**config.mk**
```make
export PLATFORM = sky130hd
export DESIGN_NAME = agc_control_loop
export DESIGN_NICKNAME = d
export VERILOG_FILES = /design/src/agc_pkg.sv /design/src/agc_seq_counter.sv /design/src/agc_info_regs.sv /design/src/agc_step_calc.sv /design/src/agc_status_port.sv /design/src/agc_loop_fsm.sv /design/src/agc_control_loop.sv
export SDC_FILE = /design/constraint.sdc
export NUM_CORES = 1
export LEC_CHECK = 0
export ABC_AREA = 1
export BUFFER_PORTS_ARGS = -buffer_cell sky130_fd_sc_hd__buf_4
export CAP_MARGIN = 20
export CORE_MARGIN = 10
export CORE_UTILIZATION = 38
export DETAILED_ROUTE_END_ITERATION = 12
export SLEW_MARGIN = 20
export SYNTH_ARGS = -nofsm -noshare
export SYNTH_HDL_FRONTEND = slang
export SYNTH_SLANG_ARGS = --single-unit
```
**constraint.sdc**
```tcl
create_clock -name aclk -period 7.4 [get_ports aclk]
set_input_delay 0.37 -clock aclk [delete_from_list [all_inputs] [get_ports aclk]]
set_output_delay 0.37 -clock aclk [all_outputs]
set_load 0.005 [all_outputs]
```
**src/agc_pkg.sv**
```systemverilog
package agc_pkg;

    ///////////////////////////////////////////////////////////////////////
    // Widths and types
    ///////////////////////////////////////////////////////////////////////
    typedef logic        [7:0]  wb_adr_t;
    typedef logic        [31:0] wb_dat_t;
    typedef logic        [16:0] agc_scale_t;  // Unsigned gain scale
    typedef logic signed [15:0] agc_offset_t;
    typedef logic        [2:0]  info_idx_t;

    localparam int BOOT_COUNT = 31;
    typedef logic [$clog2(BOOT_COUNT+1)-1:0] boot_cnt_t;

    typedef enum logic [3:0] {
        BOOT_DELAY, RESETTING, POLLING, WAITING, READING,
        CALCULATING, WRITING, LOADING, APPLYING
    } loop_state_t;

    typedef enum logic [1:0] {COMM_SENDING, COMM_WAITING, COMM_PROCESSING} comm_state_t;
    typedef enum logic [1:0] {PORT_IDLE, PORT_READ, PORT_WRITE, PORT_ACK} port_state_t;

    ///////////////////////////////////////////////////////////////////////
    // Start values and loop constants
    ///////////////////////////////////////////////////////////////////////
    localparam agc_scale_t  START_SCALE    = 17'd1800;
    localparam agc_offset_t START_OFFSET   = 16'sd0;
    localparam agc_scale_t  SCALE_DELTA    = 17'd30;
    localparam agc_offset_t OFFSET_DELTA   = 16'sd25;
    localparam int          TARGET_RMS_SQ  = 16;
    localparam int          RMS_SQ_ERR     = 0;
    localparam int          OFFSET_ERR     = 5;
    localparam int          TIMESCALE_BITS = 4;
    localparam agc_scale_t  SCALE_MIN_CUT  = 17'h0012C;
    localparam agc_scale_t  SCALE_MAX_CUT  = 17'h1FBD0;
    localparam int          INFO_WORDS     = 6;

    // Statistics word positions
    localparam int IDX_RMS_SQ    = 1;
    localparam int IDX_CNT_ABOVE = 2;
    localparam int IDX_CNT_BELOW = 3;
    localparam int IDX_SCALE     = 4;
    localparam int IDX_OFFSET    = 5;

    // AGC module register map
    localparam wb_adr_t ADR_CTRL   = 8'h00;
    localparam wb_adr_t ADR_SCALE  = 8'h10;
    localparam wb_adr_t ADR_OFFSET = 8'h14;
    localparam wb_dat_t CMD_RESET  = 32'h04;
    localparam wb_dat_t CMD_START  = 32'h01;
    localparam wb_dat_t CMD_LOAD   = 32'h300;
    localparam wb_dat_t CMD_APPLY  = 32'h400;
    localparam int      STATUS_DONE_BIT = 1;

endpackage

```
**src/agc_seq_counter.sv**
```systemverilog
`timescale 1ns/10ps

module agc_seq_counter import agc_pkg::*; (
    input  logic      aclk,
    input  logic      wb_rst_i,
    input  logic      loop_rst_i,
    input  logic      boot_load_i,
    input  logic      info_clear_i,
    input  logic      info_step_i,
    output logic      boot_done_o,
    output info_idx_t info_idx_o,
    output logic      info_last_o
);

    boot_cnt_t boot_cnt_q;

    always_ff @(posedge aclk) begin
        if (wb_rst_i || loop_rst_i) begin
            boot_cnt_q <= boot_cnt_t'(BOOT_COUNT);
            info_idx_o <= '0;
        end else begin
            if (boot_load_i)
                boot_cnt_q <= boot_cnt_t'(BOOT_COUNT);
            else if (boot_cnt_q != '0)
                boot_cnt_q <= boot_cnt_q - 1'b1;  // Stops at zero

            // Word index, also picks scale or offset while writing
            if (info_clear_i)
                info_idx_o <= '0;
            else if (info_step_i)
                info_idx_o <= info_idx_o + 1'b1;
        end
    end

    assign boot_done_o = (boot_cnt_q == '0);
    assign info_last_o = (info_idx_o == info_idx_t'(INFO_WORDS));

endmodule

```
**src/agc_info_regs.sv**
```systemverilog
`timescale 1ns/10ps

module agc_info_regs import agc_pkg::*; (
    input  logic        aclk,
    input  logic        wb_rst_i,
    input  logic        loop_rst_i,
    input  logic        capture_i,
    input  info_idx_t   capture_idx_i,
    input  wb_dat_t     capture_dat_i,
    input  logic        apply_i,
    input  agc_scale_t  new_scale_i,
    input  agc_offset_t new_offset_i,
    input  info_idx_t   rd_idx_i,
    output wb_dat_t     rd_dat_o,
    output wb_dat_t     rms_sq_o,
    output wb_dat_t     cnt_above_o,
    output wb_dat_t     cnt_below_o,
    output agc_scale_t  cur_scale_o,
    output agc_offset_t cur_offset_o
);

    wb_dat_t info_q [INFO_WORDS];  // Copy of the AGC module statistics

    always_ff @(posedge aclk) begin
        if (wb_rst_i || loop_rst_i) begin
            for (int i = 0; i < INFO_WORDS; i++) begin
                info_q[i] <= '0;
            end
        end else if (apply_i) begin
            // Applied values replace the read-back ones
            info_q[IDX_SCALE]  <= wb_dat_t'(new_scale_i);
            info_q[IDX_OFFSET] <= wb_dat_t'($unsigned(new_offset_i));  // Zero extended
        end else if (capture_i) begin
            info_q[capture_idx_i] <= capture_dat_i;
        end
    end

    // Host read, words past the last one read as zero
    assign rd_dat_o = (rd_idx_i < info_idx_t'(INFO_WORDS)) ? info_q[rd_idx_i] : '0;

    assign rms_sq_o     = info_q[IDX_RMS_SQ];
    assign cnt_above_o  = info_q[IDX_CNT_ABOVE];
    assign cnt_below_o  = info_q[IDX_CNT_BELOW];
    assign cur_scale_o  = agc_scale_t'(info_q[IDX_SCALE]);
    assign cur_offset_o = agc_offset_t'(info_q[IDX_OFFSET]);

endmodule

```
**src/agc_step_calc.sv**
```systemverilog
`timescale 1ns/10ps

module agc_step_calc import agc_pkg::*; (
    input  logic        aclk,
    input  logic        wb_rst_i,
    input  logic        loop_rst_i,
    input  logic        calc_en_i,
    input  wb_dat_t     rms_sq_i,
    input  wb_dat_t     cnt_above_i,
    input  wb_dat_t     cnt_below_i,
    input  agc_scale_t  cur_scale_i,
    input  agc_offset_t cur_offset_i,
    output agc_scale_t  next_scale_o,
    output agc_offset_t next_offset_o
);

    logic [7+TIMESCALE_BITS:0] rms_adj;  // RMS squared on the reduced timescale
    logic                      rms_high;
    logic                      rms_low;
    logic                      above_heavy;
    logic                      below_heavy;

    assign rms_adj  = rms_sq_i[24:17-TIMESCALE_BITS];
    assign rms_high = rms_adj > (TARGET_RMS_SQ + RMS_SQ_ERR);
    assign rms_low  = rms_adj < (TARGET_RMS_SQ - RMS_SQ_ERR);

    // One extra bit so the error margin cannot wrap
    assign above_heavy = {1'b0, cnt_above_i} > ({1'b0, cnt_below_i} + 33'(OFFSET_ERR));
    assign below_heavy = {1'b0, cnt_below_i} > ({1'b0, cnt_above_i} + 33'(OFFSET_ERR));

    always_ff @(posedge aclk) begin
        if (wb_rst_i || loop_rst_i) begin
            next_scale_o  <= START_SCALE;
            next_offset_o <= START_OFFSET;
        end else if (calc_en_i) begin
            // Scale steps against the RMS error, held inside the cutoffs
            if (rms_high) begin
                if (cur_scale_i > SCALE_MIN_CUT)
                    next_scale_o <= cur_scale_i - SCALE_DELTA;
                else
                    next_scale_o <= cur_scale_i;
            end else if (rms_low) begin
                if (cur_scale_i < SCALE_MAX_CUT)
                    next_scale_o <= cur_scale_i + SCALE_DELTA;
                else
                    next_scale_o <= cur_scale_i;
            end

            // Offset balances the over and under counts
            if (above_heavy)
                next_offset_o <= cur_offset_i - OFFSET_DELTA;
            else if (below_heavy)
                next_offset_o <= cur_offset_i + OFFSET_DELTA;
        end
    end

endmodule

```
**src/agc_status_port.sv**
```systemverilog
`timescale 1ns/10ps

module agc_status_port import agc_pkg::*; (
    input  logic      aclk,
    input  logic      wb_rst_i,
    input  logic      cyc_i,
    input  logic      stb_i,
    input  logic      we_i,
    input  wb_adr_t   adr_i,
    output logic      ack_o,
    output wb_dat_t   dat_o,
    output info_idx_t rd_idx_o,
    input  wb_dat_t   rd_dat_i
);

    port_state_t state_q;
    wb_dat_t     resp_q;

    always_ff @(posedge aclk) begin
        if (wb_rst_i) begin
            state_q <= PORT_IDLE;
        end else begin
            case (state_q)
                PORT_IDLE: begin
                    if (cyc_i && stb_i) state_q <= we_i ? PORT_WRITE : PORT_READ;
                end
                PORT_READ:  state_q <= PORT_ACK;
                PORT_WRITE: state_q <= PORT_ACK;  // Acknowledged, nothing stored
                default:    state_q <= PORT_IDLE;
            endcase
        end
    end

    // Bit 6 selects the step sizes, otherwise a statistics word
    always_ff @(posedge aclk) begin
        if (state_q == PORT_READ) begin
            if (adr_i[6]) begin
                case (adr_i[5:2])
                    4'd0:    resp_q <= wb_dat_t'(SCALE_DELTA);
                    4'd1:    resp_q <= wb_dat_t'(OFFSET_DELTA);  // Sign extends
                    default: resp_q <= '0;
                endcase
            end else begin
                resp_q <= adr_i[5] ? '0 : rd_dat_i;
            end
        end
    end

    assign rd_idx_o = adr_i[4:2];
    assign ack_o    = (state_q == PORT_ACK);
    assign dat_o    = resp_q;

endmodule

```
**src/agc_loop_fsm.sv**
```systemverilog
`timescale 1ns/10ps

module agc_loop_fsm import agc_pkg::*; (
    input  logic        aclk,
    input  logic        wb_rst_i,
    input  logic        loop_rst_i,
    input  logic        wb_ack_i,
    input  wb_dat_t     wb_dat_i,
    input  logic        boot_done_i,
    input  logic        info_last_i,
    input  info_idx_t   info_idx_i,
    input  agc_scale_t  next_scale_i,
    input  agc_offset_t next_offset_i,
    output logic        wb_cyc_o,
    output logic        wb_stb_o,
    output logic        wb_we_o,
    output wb_adr_t     wb_adr_o,
    output wb_dat_t     wb_dat_o,
    output logic        boot_load_o,
    output logic        info_clear_o,
    output logic        info_step_o,
    output logic        capture_o,
    output wb_dat_t     capture_dat_o,
    output logic        calc_en_o,
    output logic        apply_o
);

    loop_state_t state_q, state_d;
    comm_state_t comm_q;
    wb_dat_t     resp_q;      // Last read word from the AGC module
    logic        xfer_done;
    logic        proc;
    logic        status_done;
    logic        bus_req;
    logic        req_we;
    wb_adr_t     req_adr;
    wb_dat_t     req_dat;

    assign xfer_done   = (comm_q == COMM_WAITING) && wb_ack_i;
    assign proc        = (comm_q == COMM_PROCESSING);
    assign status_done = resp_q[STATUS_DONE_BIT];

    // No transfer in boot, calc, or once all six words are in
    assign bus_req = (state_q != BOOT_DELAY) && (state_q != CALCULATING) &&
                     !((state_q == READING) && info_last_i);

    // Request for the current loop state
    always_comb begin
        req_we  = 1'b1;
        req_adr = ADR_CTRL;
        req_dat = '0;
        case (state_q)
            WRITING: begin
                if (info_idx_i == '0) begin
                    req_adr = ADR_SCALE;
                    req_dat = wb_dat_t'(next_scale_i);
                end else begin
                    req_adr = ADR_OFFSET;
                    req_dat = wb_dat_t'(next_offset_i);  // Sign extends
                end
            end
            LOADING:   req_dat = CMD_LOAD;
            APPLYING:  req_dat = CMD_APPLY;
            RESETTING: req_dat = CMD_RESET;
            POLLING:   req_dat = CMD_START;
            WAITING:   req_we  = 1'b0;        // Status poll
            READING: begin
                req_we  = 1'b0;
                req_adr = wb_adr_t'({info_idx_i, 2'b00});
            end
            default:   req_we  = 1'b0;
        endcase
    end

    ///////////////////////////////////////////////////////////////////////
    // Loop sequencing
    ///////////////////////////////////////////////////////////////////////
    always_comb begin
        state_d = state_q;
        case (state_q)
            BOOT_DELAY:  if (boot_done_i) state_d = WRITING;
            WRITING:     if (xfer_done && info_idx_i != '0) state_d = LOADING;
            LOADING:     if (xfer_done) state_d = APPLYING;
            APPLYING:    if (xfer_done) state_d = RESETTING;
            RESETTING:   if (xfer_done) state_d = POLLING;
            POLLING:     if (xfer_done) state_d = WAITING;
            WAITING:     if (proc && status_done) state_d = READING;
            READING:     if (info_last_i) state_d = CALCULATING;
            CALCULATING: state_d = WRITING;
            default:     state_d = BOOT_DELAY;
        endcase
    end

    always_ff @(posedge aclk) begin
        if (wb_rst_i || loop_rst_i) begin
            state_q  <= BOOT_DELAY;
            comm_q   <= COMM_SENDING;
            wb_cyc_o <= 1'b0;
            wb_stb_o <= 1'b0;
            wb_we_o  <= 1'b0;
        end else begin
            state_q <= state_d;
            case (comm_q)
                COMM_SENDING: begin
                    if (bus_req) begin
                        wb_cyc_o <= 1'b1;
                        wb_stb_o <= 1'b1;
                        wb_we_o  <= req_we;
                        comm_q   <= COMM_WAITING;
                    end
                end
                COMM_WAITING: begin
                    if (wb_ack_i) begin
                        wb_cyc_o <= 1'b0;
                        wb_stb_o <= 1'b0;
                        wb_we_o  <= 1'b0;
                        comm_q   <= wb_we_o ? COMM_SENDING : COMM_PROCESSING;
                    end
                end
                default: comm_q <= COMM_SENDING;
            endcase
        end
    end

    // Address, write data and read data
    always_ff @(posedge aclk) begin
        if (comm_q == COMM_SENDING && bus_req) begin
            wb_adr_o <= req_adr;
            wb_dat_o <= req_dat;
        end
        if (xfer_done) resp_q <= wb_dat_i;
    end

    assign boot_load_o   = (state_q == BOOT_DELAY) && boot_done_i;  // Re-arm the delay
    assign capture_o     = (state_q == READING) && proc;
    assign capture_dat_o = resp_q;
    assign info_step_o   = capture_o ||
                           ((state_q == WRITING) && xfer_done && info_idx_i == '0);
    assign info_clear_o  = ((state_q == READING) && info_last_i) ||
                           ((state_q == WRITING) && xfer_done && info_idx_i != '0);
    assign calc_en_o     = (state_q == CALCULATING);
    assign apply_o       = (state_q == APPLYING) && xfer_done;

endmodule

```
**src/agc_control_loop.sv**
```systemverilog
`timescale 1ns/10ps

module agc_control_loop import agc_pkg::*; (
    input  logic    aclk,
    input  logic    wb_rst_i,
    input  logic    agc_reset_i,

    // Master port to the AGC module
    output logic    wb_agc_module_cyc_o,
    output logic    wb_agc_module_stb_o,
    output logic    wb_agc_module_we_o,
    output wb_adr_t wb_agc_module_adr_o,
    output wb_dat_t wb_agc_module_dat_o,
    output logic [3:0] wb_agc_module_sel_o,
    input  wb_dat_t wb_agc_module_dat_i,
    input  logic    wb_agc_module_ack_i,

    // Host target port
    input  logic    wb_agc_controller_cyc_i,
    input  logic    wb_agc_controller_stb_i,
    input  logic    wb_agc_controller_we_i,
    input  wb_adr_t wb_agc_controller_adr_i,
    input  wb_dat_t wb_agc_controller_dat_i,
    input  logic [3:0] wb_agc_controller_sel_i,
    output logic    wb_agc_controller_ack_o,
    output wb_dat_t wb_agc_controller_dat_o
);

    logic        boot_load, info_clear, info_step;
    logic        boot_done, info_last;
    info_idx_t   info_idx;
    logic        capture, calc_en, apply;
    wb_dat_t     capture_dat;
    agc_scale_t  next_scale, cur_scale;
    agc_offset_t next_offset, cur_offset;
    wb_dat_t     rms_sq, cnt_above, cnt_below;
    info_idx_t   rd_idx;
    wb_dat_t     rd_dat;

    ///////////////////////////////////////////////////////////////////////
    // Control loop
    ///////////////////////////////////////////////////////////////////////
    agc_loop_fsm i_fsm (
        .aclk(aclk), .wb_rst_i(wb_rst_i), .loop_rst_i(agc_reset_i),
        .wb_ack_i(wb_agc_module_ack_i), .wb_dat_i(wb_agc_module_dat_i),
        .boot_done_i(boot_done), .info_last_i(info_last), .info_idx_i(info_idx),
        .next_scale_i(next_scale), .next_offset_i(next_offset),
        .wb_cyc_o(wb_agc_module_cyc_o), .wb_stb_o(wb_agc_module_stb_o),
        .wb_we_o(wb_agc_module_we_o), .wb_adr_o(wb_agc_module_adr_o),
        .wb_dat_o(wb_agc_module_dat_o),
        .boot_load_o(boot_load), .info_clear_o(info_clear), .info_step_o(info_step),
        .capture_o(capture), .capture_dat_o(capture_dat),
        .calc_en_o(calc_en), .apply_o(apply)
    );

    agc_seq_counter i_cnt (
        .aclk(aclk), .wb_rst_i(wb_rst_i), .loop_rst_i(agc_reset_i),
        .boot_load_i(boot_load), .info_clear_i(info_clear), .info_step_i(info_step),
        .boot_done_o(boot_done), .info_idx_o(info_idx), .info_last_o(info_last)
    );

    agc_info_regs i_info (
        .aclk(aclk), .wb_rst_i(wb_rst_i), .loop_rst_i(agc_reset_i),
        .capture_i(capture), .capture_idx_i(info_idx), .capture_dat_i(capture_dat),
        .apply_i(apply), .new_scale_i(next_scale), .new_offset_i(next_offset),
        .rd_idx_i(rd_idx), .rd_dat_o(rd_dat),
        .rms_sq_o(rms_sq), .cnt_above_o(cnt_above), .cnt_below_o(cnt_below),
        .cur_scale_o(cur_scale), .cur_offset_o(cur_offset)
    );

    agc_step_calc i_calc (
        .aclk(aclk), .wb_rst_i(wb_rst_i), .loop_rst_i(agc_reset_i),
        .calc_en_i(calc_en), .rms_sq_i(rms_sq),
        .cnt_above_i(cnt_above), .cnt_below_i(cnt_below),
        .cur_scale_i(cur_scale), .cur_offset_i(cur_offset),
        .next_scale_o(next_scale), .next_offset_o(next_offset)
    );

    // Host side read-back
    agc_status_port i_port (
        .aclk(aclk), .wb_rst_i(wb_rst_i),
        .cyc_i(wb_agc_controller_cyc_i), .stb_i(wb_agc_controller_stb_i),
        .we_i(wb_agc_controller_we_i), .adr_i(wb_agc_controller_adr_i),
        .ack_o(wb_agc_controller_ack_o), .dat_o(wb_agc_controller_dat_o),
        .rd_idx_o(rd_idx), .rd_dat_i(rd_dat)
    );

    assign wb_agc_module_sel_o = {4{wb_agc_module_cyc_o}};  // Full words only

endmodule

```
==> reports/results.env, run 1 <==
FINALWORSTPATHREQUIREDPERIOD_NS=5.59
HTREEDEPTH=2
OUTCOME='complete, no violations'
PIN_COUNT_OF_THE_BIGGEST_NET_ENTERING_GLOBAL_ROUTING=58
VIA_COUNT=15144
CTS_TREE='done'
FINAL.PERIOD_UTILIZATION_PCT=75.5
DRCVIOLATIONCOUNT=0
PWR_DENSITY_CELL_nW_PER_UM2=226
FINAL_UTIL_PCT=44.8
SLEW_VIOL_FINAL=0
CLK_PIN_SLEW_NS=0.06
SETUP_VIOL_COUNT_FINAL=0
RSZ0062_AT_GRT='false'
SYNTHDOMINANTAREACELLTYPE='sky130_fd_sc_hd__edfxtp_1'
DIE-AREA_UM2=57700
CLOCK-ROOT-BUFFER='sky130_fd_sc_hd__clkbuf_16'
NNETSFINAL=2356
FLOORPLAN.ROWS=80
DIE_X_UM=240
DIE_Y_UM=240
CLOCK_PATH_BUFFERS=3
INSERTION_DELAY_NS=0.56
NETLIST-CELL-TYPE-COUNT=57
SYNTH.TOP_CELLS.BY_AREA='sky130_fd_sc_hd__edfxtp_1 45%, sky130_fd_sc_hd__nand2_1 7.5%, sky130_fd_sc_hd__ha_1 6.0%'
MAXSLEWHEADROOM_PCT=32.4
WORSTSETUPPATHTYPE='reg2reg'
ARRIVAL_NS=6.07
HOLDCRITPATHCLASS='in2reg'
CTS_MADE_BUFFERS=38
IO_BUFFER_COUNT=118
CORE_UM2=47800
YOSYS_REGISTER_BITS=328
DRT_ITER0_MARKERS=1495
VIAS_PER_CELL=5.36
DRTPASS1ITERATIONS=6
IO_PINS=163
ANTENNA_CELLS=0
LEAST_MARGIN_PIN_SLEW_NS=1.01
P_LEAK_nW=8.74
GP_CONGESTION=0.925
FINAL_HOLD_VIOL_COUNT=0
P_TOTAL_W=0.00485
GRT_PASS1_VIAS=14769
CP-END-KIND='register'
GRT_PASS1_WL_MM=87.7
SYNTHESIS.AREA_PER_INSTANCE_UM2=8.93
SETUP_TNS_NS=0
POST_CTS.REPAIR.SETUP_BUFFERS=0
TOTAL_OF_MAX_CAP_VIOLATIONS=0
IR_DROP_uV=145
DRT-TOTAL-WL_MM=58.1
GRT_UTIL_ALL_LAYERS_PCT=19.7
NETLIST_INSTANCES=2065
CLOCK-SINKS=328
WORST_EP_REQUIRED_TIME_NS=7.88
START_KIND='register'
SYNTH_TOP_AREA_SHARE_PCT=45.1
MOST_FREQUENT_STANDARD_CELL_IN_THE_LAYOUT_EXCLUDING_FILL_AND_TAP_CELLS='sky130_fd_sc_hd__nand2_1'
CLOCK.FMAX_MHz=179
HIGHEST_FANOUT_SEEN_ON_THE_CRITICAL_PATH=13
INITIAL_UTIL_PCT=38.5
SEQ_AREA_FRAC_SYNTH_PCT=50.7
FINAL.SETUP_SKEW_NS=0.0208
DETAILED_PLACE_HPWL_MM=41.4
SYN-CELL-AREA_UM2=18400
AREA_GROWTH_SYN_TO_LAYOUT_PCT=16.2
POST_ROUTE_CELLS_DRIVE_ABOVE_1_SHARE_PCT=11.3
SYNTH-MAIN-FF-CELL='sky130_fd_sc_hd__edfxtp_1'
MOSTFREQUENTLAYOUTCELLS='361 x sky130_fd_sc_hd__nand2_1, 277 x sky130_fd_sc_hd__edfxtp_1, 269 x sky130_fd_sc_hd__nor2_1'
ANTENNA_VIOLATING_NETS_POST_ROUTE=0
ROUTE.DETAILED.WL_PER_INST_UM=20.6
GRT_ANTENNA_BEFORE_REPAIR=2
SYNTH-EDFF-COUNT=277
SYNTH-WARNING-COUNT=0
GRT_REMAINING_OVERFLOW=0
SYNTH_ASYNC_SR_FLOP_SHARE_PCT=0
-- where the power goes --
group | switching, W | internal [W] | total, W
sequential | 0.0000797 | 0.00214 | 0.00222
combinational | 0.000420 | 0.000253 | 0.000673
clock | 0.000783 | 0.00118 | 0.00196
-- metal layers --
| layer | global-route usage, % | up-vias | share of wire [%] |
|---|---|---|---|
| li1 | - | 7268 | - |
| met4 | 5.46 | 0 | 2.2 |
| met1 | 25.8 | 7247 | 42 |
| met3 | 2.77 | 73 | 6.4 |
| met5 | 0 | - | 0 |
| met2 | 33.5 | 556 | 49 |
-- repair_timing --
item                       in CTS  in global routing
hold buffers                   33                  0
hold endpoints to repair       34                  0
resized for setup               0                  0
setup endpoints to repair       0                  0
-- cells in the mapped netlist, types with 4 or more instances --
master / instances
sky130_fd_sc_hd__nand2_1: 368
sky130_fd_sc_hd__edfxtp_1: 277
sky130_fd_sc_hd__nor2_1: 273
sky130_fd_sc_hd__inv_1: 242
sky130_fd_sc_hd__a21oi_1: 122
sky130_fd_sc_hd__o21ai_0: 112
sky130_fd_sc_hd__ha_1: 89
sky130_fd_sc_hd__xor2_1: 77
sky130_fd_sc_hd__nand3_1: 73
sky130_fd_sc_hd__clkbuf_1: 55
sky130_fd_sc_hd__dfxtp_1: 51
sky130_fd_sc_hd__o22ai_1: 49
sky130_fd_sc_hd__nor3_1: 39
sky130_fd_sc_hd__a22oi_1: 27
sky130_fd_sc_hd__buf_4: 24
sky130_fd_sc_hd__nand4_1: 24
sky130_fd_sc_hd__nor2_2: 18
sky130_fd_sc_hd__a22o_1: 15
sky130_fd_sc_hd__a31oi_1: 13
sky130_fd_sc_hd__o211ai_1: 13
sky130_fd_sc_hd__nor4_1: 12
sky130_fd_sc_hd__o21ai_1: 9
sky130_fd_sc_hd__a21o_1: 8
sky130_fd_sc_hd__buf_2: 7
sky130_fd_sc_hd__nand2_2: 6
sky130_fd_sc_hd__o221ai_1: 6
sky130_fd_sc_hd__xnor2_1: 6
sky130_fd_sc_hd__buf_1: 5
sky130_fd_sc_hd__a21oi_2: 4
-- final cells by class --
| type | count | area, um2 |
|---|---|---|
| clock buffer | 52 | 1090 |
| multi-input combinational | 1400 | 7760 |
| sequential | 328 | 9340 |
| fill | 4653 | 26400 |
| timing repair buffer | 167 | 1340 |
| tap | 615 | 769 |
| inverter | 248 | 936 |
| clock inverter | 18 | 203 |
-- registers in the layout (all words and copies together), names as in the netlist --
register / flops
i_calc.next_offset_o: 16
i_calc.next_scale_o: 17
i_port.dat_o: 32
i_fsm.wb_adr_o: 3
i_fsm.comm_q: 2
i_fsm.capture_dat_o: 32
i_port.state_q: 2
i_fsm.wb_cyc_o: 1
i_fsm.state_q: 4
i_cnt.boot_cnt_q: 5
i_fsm.wb_we_o: 1
i_info.info_q: 192
i_cnt.info_idx_o: 3
i_fsm.wb_dat_o: 18
-- stage by stage --
step	setup slack [ns]	cells	hold slack, ns	area, um2
floorplan	3.05	2069	0.439	18500
global placement	1.93	2725	0.454	19800
detailed placement	1.86	2725	0.460	19800
CTS	1.82	2828	0.0723	21400
global route	1.26	2828	0.100	21400
finish	1.81	2828	0.0945	21400
-- logic make-up after synthesis --
logic type               Yosys count  share of synthesized area (%)
adder cells (fa/ha/maj)           90                           6.15
flip-flops                       328                           50.7
multiplexers                       1                         0.0543
other                              1                         0.0203
AND/OR/NAND/NOR                  831                           19.2
XOR/XNOR                          83                           3.94
buffers and inverters            341                           7.63
AO/OA/AOI/OAI                    390                           12.4
-- worst paths after layout --
check,startpoint,to,slack [ns],cells after the start
hold reg to reg,i_calc.next_scale_o[3],i_calc.next_scale_o[3],0.47,2
setup / recovery,i_info.info_q[3][1],i_calc.next_offset_o[10],1.81,27
hold / removal,wb_agc_module_ack_i,i_fsm.comm_q[0],0.09,4
setup reg to reg,i_info.info_q[3][1],i_calc.next_offset_o[10],1.81,27
-- critical path, stage by stage, from the launching register on --
cell and delay, ns:
sky130_fd_sc_hd__edfxtp_1 0.38, sky130_fd_sc_hd__ha_1 0.19, sky130_fd_sc_hd__nor2_1 0.07, sky130_fd_sc_hd__nor2_2 0.19, sky130_fd_sc_hd__nand3_1 0.14, sky130_fd_sc_hd__nor3_1 0.45, sky130_fd_sc_hd__nand2_1 0.23, sky130_fd_sc_hd__nor3_1 0.37
sky130_fd_sc_hd__nand3_1 0.16, sky130_fd_sc_hd__xor2_1 0.17, sky130_fd_sc_hd__ha_1 0.29, sky130_fd_sc_hd__a21oi_1 0.16, sky130_fd_sc_hd__nor2_1 0.07, sky130_fd_sc_hd__o21ai_2 0.10, sky130_fd_sc_hd__nand2_1 0.08, sky130_fd_sc_hd__nor2_2 0.17
sky130_fd_sc_hd__nand2_2 0.12, sky130_fd_sc_hd__nand2_4 0.13, sky130_fd_sc_hd__inv_1 0.27, sky130_fd_sc_hd__fa_1 0.50, sky130_fd_sc_hd__nand3_1 0.09, sky130_fd_sc_hd__nand3_1 0.15, sky130_fd_sc_hd__a21boi_0 0.30, sky130_fd_sc_hd__o21ai_0 0.18
sky130_fd_sc_hd__a31oi_1 0.19, sky130_fd_sc_hd__xor2_1 0.18, sky130_fd_sc_hd__o21ai_1 0.09, sky130_fd_sc_hd__nor2_1 0.11
Note: power is estimated with default switching activity, not from simulation.
==> run 2, diff against run 1 <==
- ABC_AREA: 1 -> 0
- clock period: 7.4 -> 5.44 ns (I/O delays scaled with it)
==> run 2 against run 1 <==
Net effect: critical endpoint is now i_calc.next_offset_o[14]; register-to-register slack got worse by 1.6 ns; highest routed layer unchanged; critical path type unchanged; largest power group unchanged; die area decreased by 3.6%; combinational power increased by 3.3%; worst hold slack got worse by 0.028 ns; sequential share of layout area increased by 0.64 points.
==> reports/results.env, run 2 <==
DRCVIOLATIONCOUNT=0
ARRIVAL_NS=5.59
SLEW_VIOL_FINAL=0
SYNTH-WARNING-COUNT=0
LAYOUT.CELLS.NON_FILLER=2325
GRT_REMAINING_OVERFLOW=0
IR_DROP_uV=260
VIAS_PER_CELL=5.45
SYNTH.TOP_CELLS.BY_AREA='sky130_fd_sc_hd__edfxtp_1 47%, sky130_fd_sc_hd__ha_1 6.3%, sky130_fd_sc_hd__and2_1 5.8%'
IO_BUFFER_COUNT=118
MET3WIRELENGTH_MM=3.11
SEQ_AREA_FRAC_SYNTH_PCT=52.7
DRT-MET1-WL_MM=23.0
GRT_PASS1_WL_MM=77.0
CLOCK-ROOT-BUFFER='sky130_fd_sc_hd__clkbuf_16'
FLOORPLAN.ROWS=79
GRT_PASS1_VIAS=12880
POST-PLACE-CELLS=2222
DETAILED_PLACE_HPWL_MM=35.0
CORE_UM2=46400
WORSTREGTOREGCELLS=25
TOTAL_OF_MAX_CAP_VIOLATIONS=0
VIA_COUNT=12677
DIE-AREA_UM2=55600
START_KIND='register'
CTS_TREE='done'
SYNTH-MAIN-FF-CELL='sky130_fd_sc_hd__edfxtp_1'
FINAL.PERIOD_UTILIZATION_PCT=95.9
WORST_SETUP_PATH_STARTPOINT='i_info.info_q[3][0]'
SYNTH_TOP_AREA_SHARE_PCT=47.0
LEAST_MARGIN_PIN_SLEW_NS=1.03
MAXSLEWHEADROOM_PCT=31.4
FINAL.SETUP_SKEW_NS=0.0220
GP_CONGESTION=0.898
DRTPASS1ITERATIONS=5
SYNTH-EDFF-COUNT=277
NETLIST_INSTANCES=1515
FINAL_UTIL_PCT=45.6
DIE_X_UM=236
POST_SYNTH_MOST_FREQUENT_CELLS='277 x sky130_fd_sc_hd__edfxtp_1, 164 x sky130_fd_sc_hd__and2_1, 132 x sky130_fd_sc_hd__nor2_1'
PWR_DENSITY_CELL_nW_PER_UM2=288
DIE_Y_UM=236
GRT_ANTENNA_BEFORE_REPAIR=1
CP-END-KIND='register'
WORST_EP_REQUIRED_TIME_NS=5.82
P_LEAK_nW=8.01
DRT-TOTAL-WL_MM=50.4
MOSTFREQUENTLAYOUTCELLS='277 x sky130_fd_sc_hd__edfxtp_1, 192 x sky130_fd_sc_hd__buf_4, 163 x sky130_fd_sc_hd__and2_1'
SYN-CELL-AREA_UM2=17700
FINAL_HOLD_VIOL_COUNT=0
FINALWORSTPATHREQUIREDPERIOD_NS=5.21
IO_PINS=163
R2R-START='i_info.info_q[3][0]'
MOST_FREQUENT_STANDARD_CELL_IN_THE_LAYOUT_EXCLUDING_FILL_AND_TAP_CELLS='sky130_fd_sc_hd__edfxtp_1'
OUTCOME='complete, no violations'
YOSYSMOSTFREQUENTCELL='sky130_fd_sc_hd__edfxtp_1'
RRSETUPSLACK_NS=0.23
CLOCK-SINKS=328
SYNTH_ASYNC_SR_FLOP_SHARE_PCT=0
NETLIST-CELL-TYPE-COUNT=72
HIGHEST_FANOUT_SEEN_ON_THE_CRITICAL_PATH=6
NNETSFINAL=1863
INITIAL_UTIL_PCT=38.2
LARGEST_REGISTER_FF_COUNT=192
TERMINUS_OF_THE_CRITICAL_FLOP_TO_FLOP_PATH='i_calc.next_offset_o[14]'
FILLCELLCOUNT=4184
CTS_MADE_BUFFERS=36
POST_ROUTE_CELLS_DRIVE_ABOVE_1_SHARE_PCT=20.3
HTREEDEPTH=2
SETUP_VIOL_COUNT_FINAL=0
PIN_COUNT_OF_THE_BIGGEST_NET_ENTERING_GLOBAL_ROUTING=48
ANTENNA_VIOLATING_NETS_POST_ROUTE=0
CLOCK.FMAX_MHz=192
WL_MET2_MM=23.1
HOLDCRITPATHCLASS='in2reg'
INSERTION_DELAY_NS=0.54
AREA_GROWTH_SYN_TO_LAYOUT_PCT=19.3
GRT_UTIL_ALL_LAYERS_PCT=17.6
SYNTHESIS.AREA_PER_INSTANCE_UM2=11.7
SYNTHDOMINANTAREACELLTYPE='sky130_fd_sc_hd__edfxtp_1'
WORSTSETUPPATHTYPE='reg2reg'
YOSYS_REGISTER_BITS=328
LARGEST_REGISTER_BY_FLOP_COUNT='i_info.info_q'
CLOCK_PATH_BUFFERS=3
CRIT_PATH_END='i_calc.next_offset_o[14]'
CLK_PIN_SLEW_NS=0.06
ROUTE.DETAILED.WL_PER_INST_UM=21.7
DRT_ITER0_MARKERS=858
DR.MAX_LAYER_USED='met4'
-- run 2: cell count changes in the layout (fill, tap and decap cells not counted), sizes merged, moves of 30 or more --
| cell | delta |
|---|---|
| and2 | +164 |
| xnor2 | +36 |
| a21oi | -51 |
| nor2 | -160 |
| o22ai | -43 |
| nand2 | -296 |
| o21ai | -80 |
| buf | +58 |
| mux4 | +32 |
| inv | -215 |
| nand3 | -30 |
-- run 2: how the worst min path moves through the flow --
| stage | end | slack (ns) | cells past startpoint | startpoint |
|---|---|---|---|---|
| after floorplan | i_port.state_q[0] | 0.34 | 1 | wb_rst_i |
| after global placement | i_fsm.capture_dat_o[1] | 0.45 | 1 | wb_agc_module_dat_i[1] |
| after detailed placement | i_fsm.capture_dat_o[2] | 0.45 | 1 | wb_agc_module_dat_i[2] |
| after CTS | i_port.dat_o[3] | 0.05 | 2 | wb_agc_controller_adr_i[5] |
| after global routing | i_port.dat_o[2] | 0.07 | 2 | wb_agc_controller_adr_i[5] |
| final | i_port.dat_o[3] | 0.07 | 2 | wb_agc_controller_adr_i[5] |
-- run 2: per-stage QoR --
step	setup WS, ns	cell area, um2	TNS (ns)	hold WS [ns]	total power, W
floorplan	0.269	17700	0	0.344	0.00334
global placement	0.0721	19500	0	0.452	0.00362
detailed placement	0.0390	19500	0	0.452	0.00363
CTS	0.000960	21000	0	0.0474	0.00611
global route	-0.0676	21100	-0.130	0.0680	0.00629
finish	0.225	21100	0	0.0666	0.00608
-- run 2: metal layers --
metal | vias to the layer above | GRT usage (%)
met5 | - | 0
li1 | 5951 | -
met2 | 395 | 27.8
met4 | 0 | 4.88
met3 | 76 | 2.53
met1 | 6255 | 24.5
-- run 2: area by class of cell --
cell class	count	area, um2	share of cell area, %
flip-flops and latches	328	9340	44.2
multi-input cells	1067	7950	37.7
repair buffers	226	1780	8.44
clock buffers	46	960	4.54
well taps	607	759	3.60
clock inverters	19	208	0.983
inverters	31	116	0.551
diodes	1	2.50	0.0118
-- run 2: critical path, stage by stage, from the launching register on --
cell,delay [ns]
sky130_fd_sc_hd__edfxtp_1,0.41
sky130_fd_sc_hd__buf_4,0.16
sky130_fd_sc_hd__a21oi_2,0.20
sky130_fd_sc_hd__nor2_1,0.09
sky130_fd_sc_hd__and3_4,0.19
sky130_fd_sc_hd__and2_4,0.17
sky130_fd_sc_hd__nand2b_1,0.14
sky130_fd_sc_hd__nor2_4,0.06
sky130_fd_sc_hd__buf_4,0.14
sky130_fd_sc_hd__xnor2_1,0.11
sky130_fd_sc_hd__ha_1,0.28
sky130_fd_sc_hd__nand4_1,0.15
sky130_fd_sc_hd__or4_4,0.56
sky130_fd_sc_hd__a31oi_1,0.20
sky130_fd_sc_hd__o211ai_2,0.13
sky130_fd_sc_hd__inv_2,0.17
sky130_fd_sc_hd__ha_1,0.28
sky130_fd_sc_hd__a211oi_2,0.26
sky130_fd_sc_hd__nor2_1,0.12
sky130_fd_sc_hd__o221ai_2,0.22
sky130_fd_sc_hd__a21oi_1,0.12
sky130_fd_sc_hd__o41ai_1,0.37
sky130_fd_sc_hd__buf_4,0.17
sky130_fd_sc_hd__o21ai_0,0.10
sky130_fd_sc_hd__xnor2_1,0.16
sky130_fd_sc_hd__o22ai_1,0.09
-- run 2: repair_timing --
action / 4_1_cts / 5_1_grt
endpoints found under the hold margin: 35 / 0
hold buffers: 34 / 0
resized for setup: 0 / 16
buffers inserted: 0 / 3
endpoints found under the setup margin: 0 / 7
-- run 2: logic make-up after synthesis --
family / count (synthesis) / share of synthesized area (%)
AO/OA/AOI/OAI: 272 / 10.6
flip-flops: 328 / 52.7
AND/OR/NAND/NOR: 533 / 15.7
other: 1 / 0.0212
multiplexers: 76 / 6.75
buffers and inverters: 124 / 3.24
XOR/XNOR: 91 / 4.50
adder cells (fa/ha/maj): 90 / 6.40
-- run 2: where the power goes --
part	leakage (nW)	internal, W	switching [W]	total (W)
Combinational	4.14	0.000311	0.000384	0.000695
Clock	0.561	0.00145	0.00103	0.00247
Sequential	3.31	0.00284	0.0000742	0.00291
Total	8.01	0.00459	0.00149	0.00608
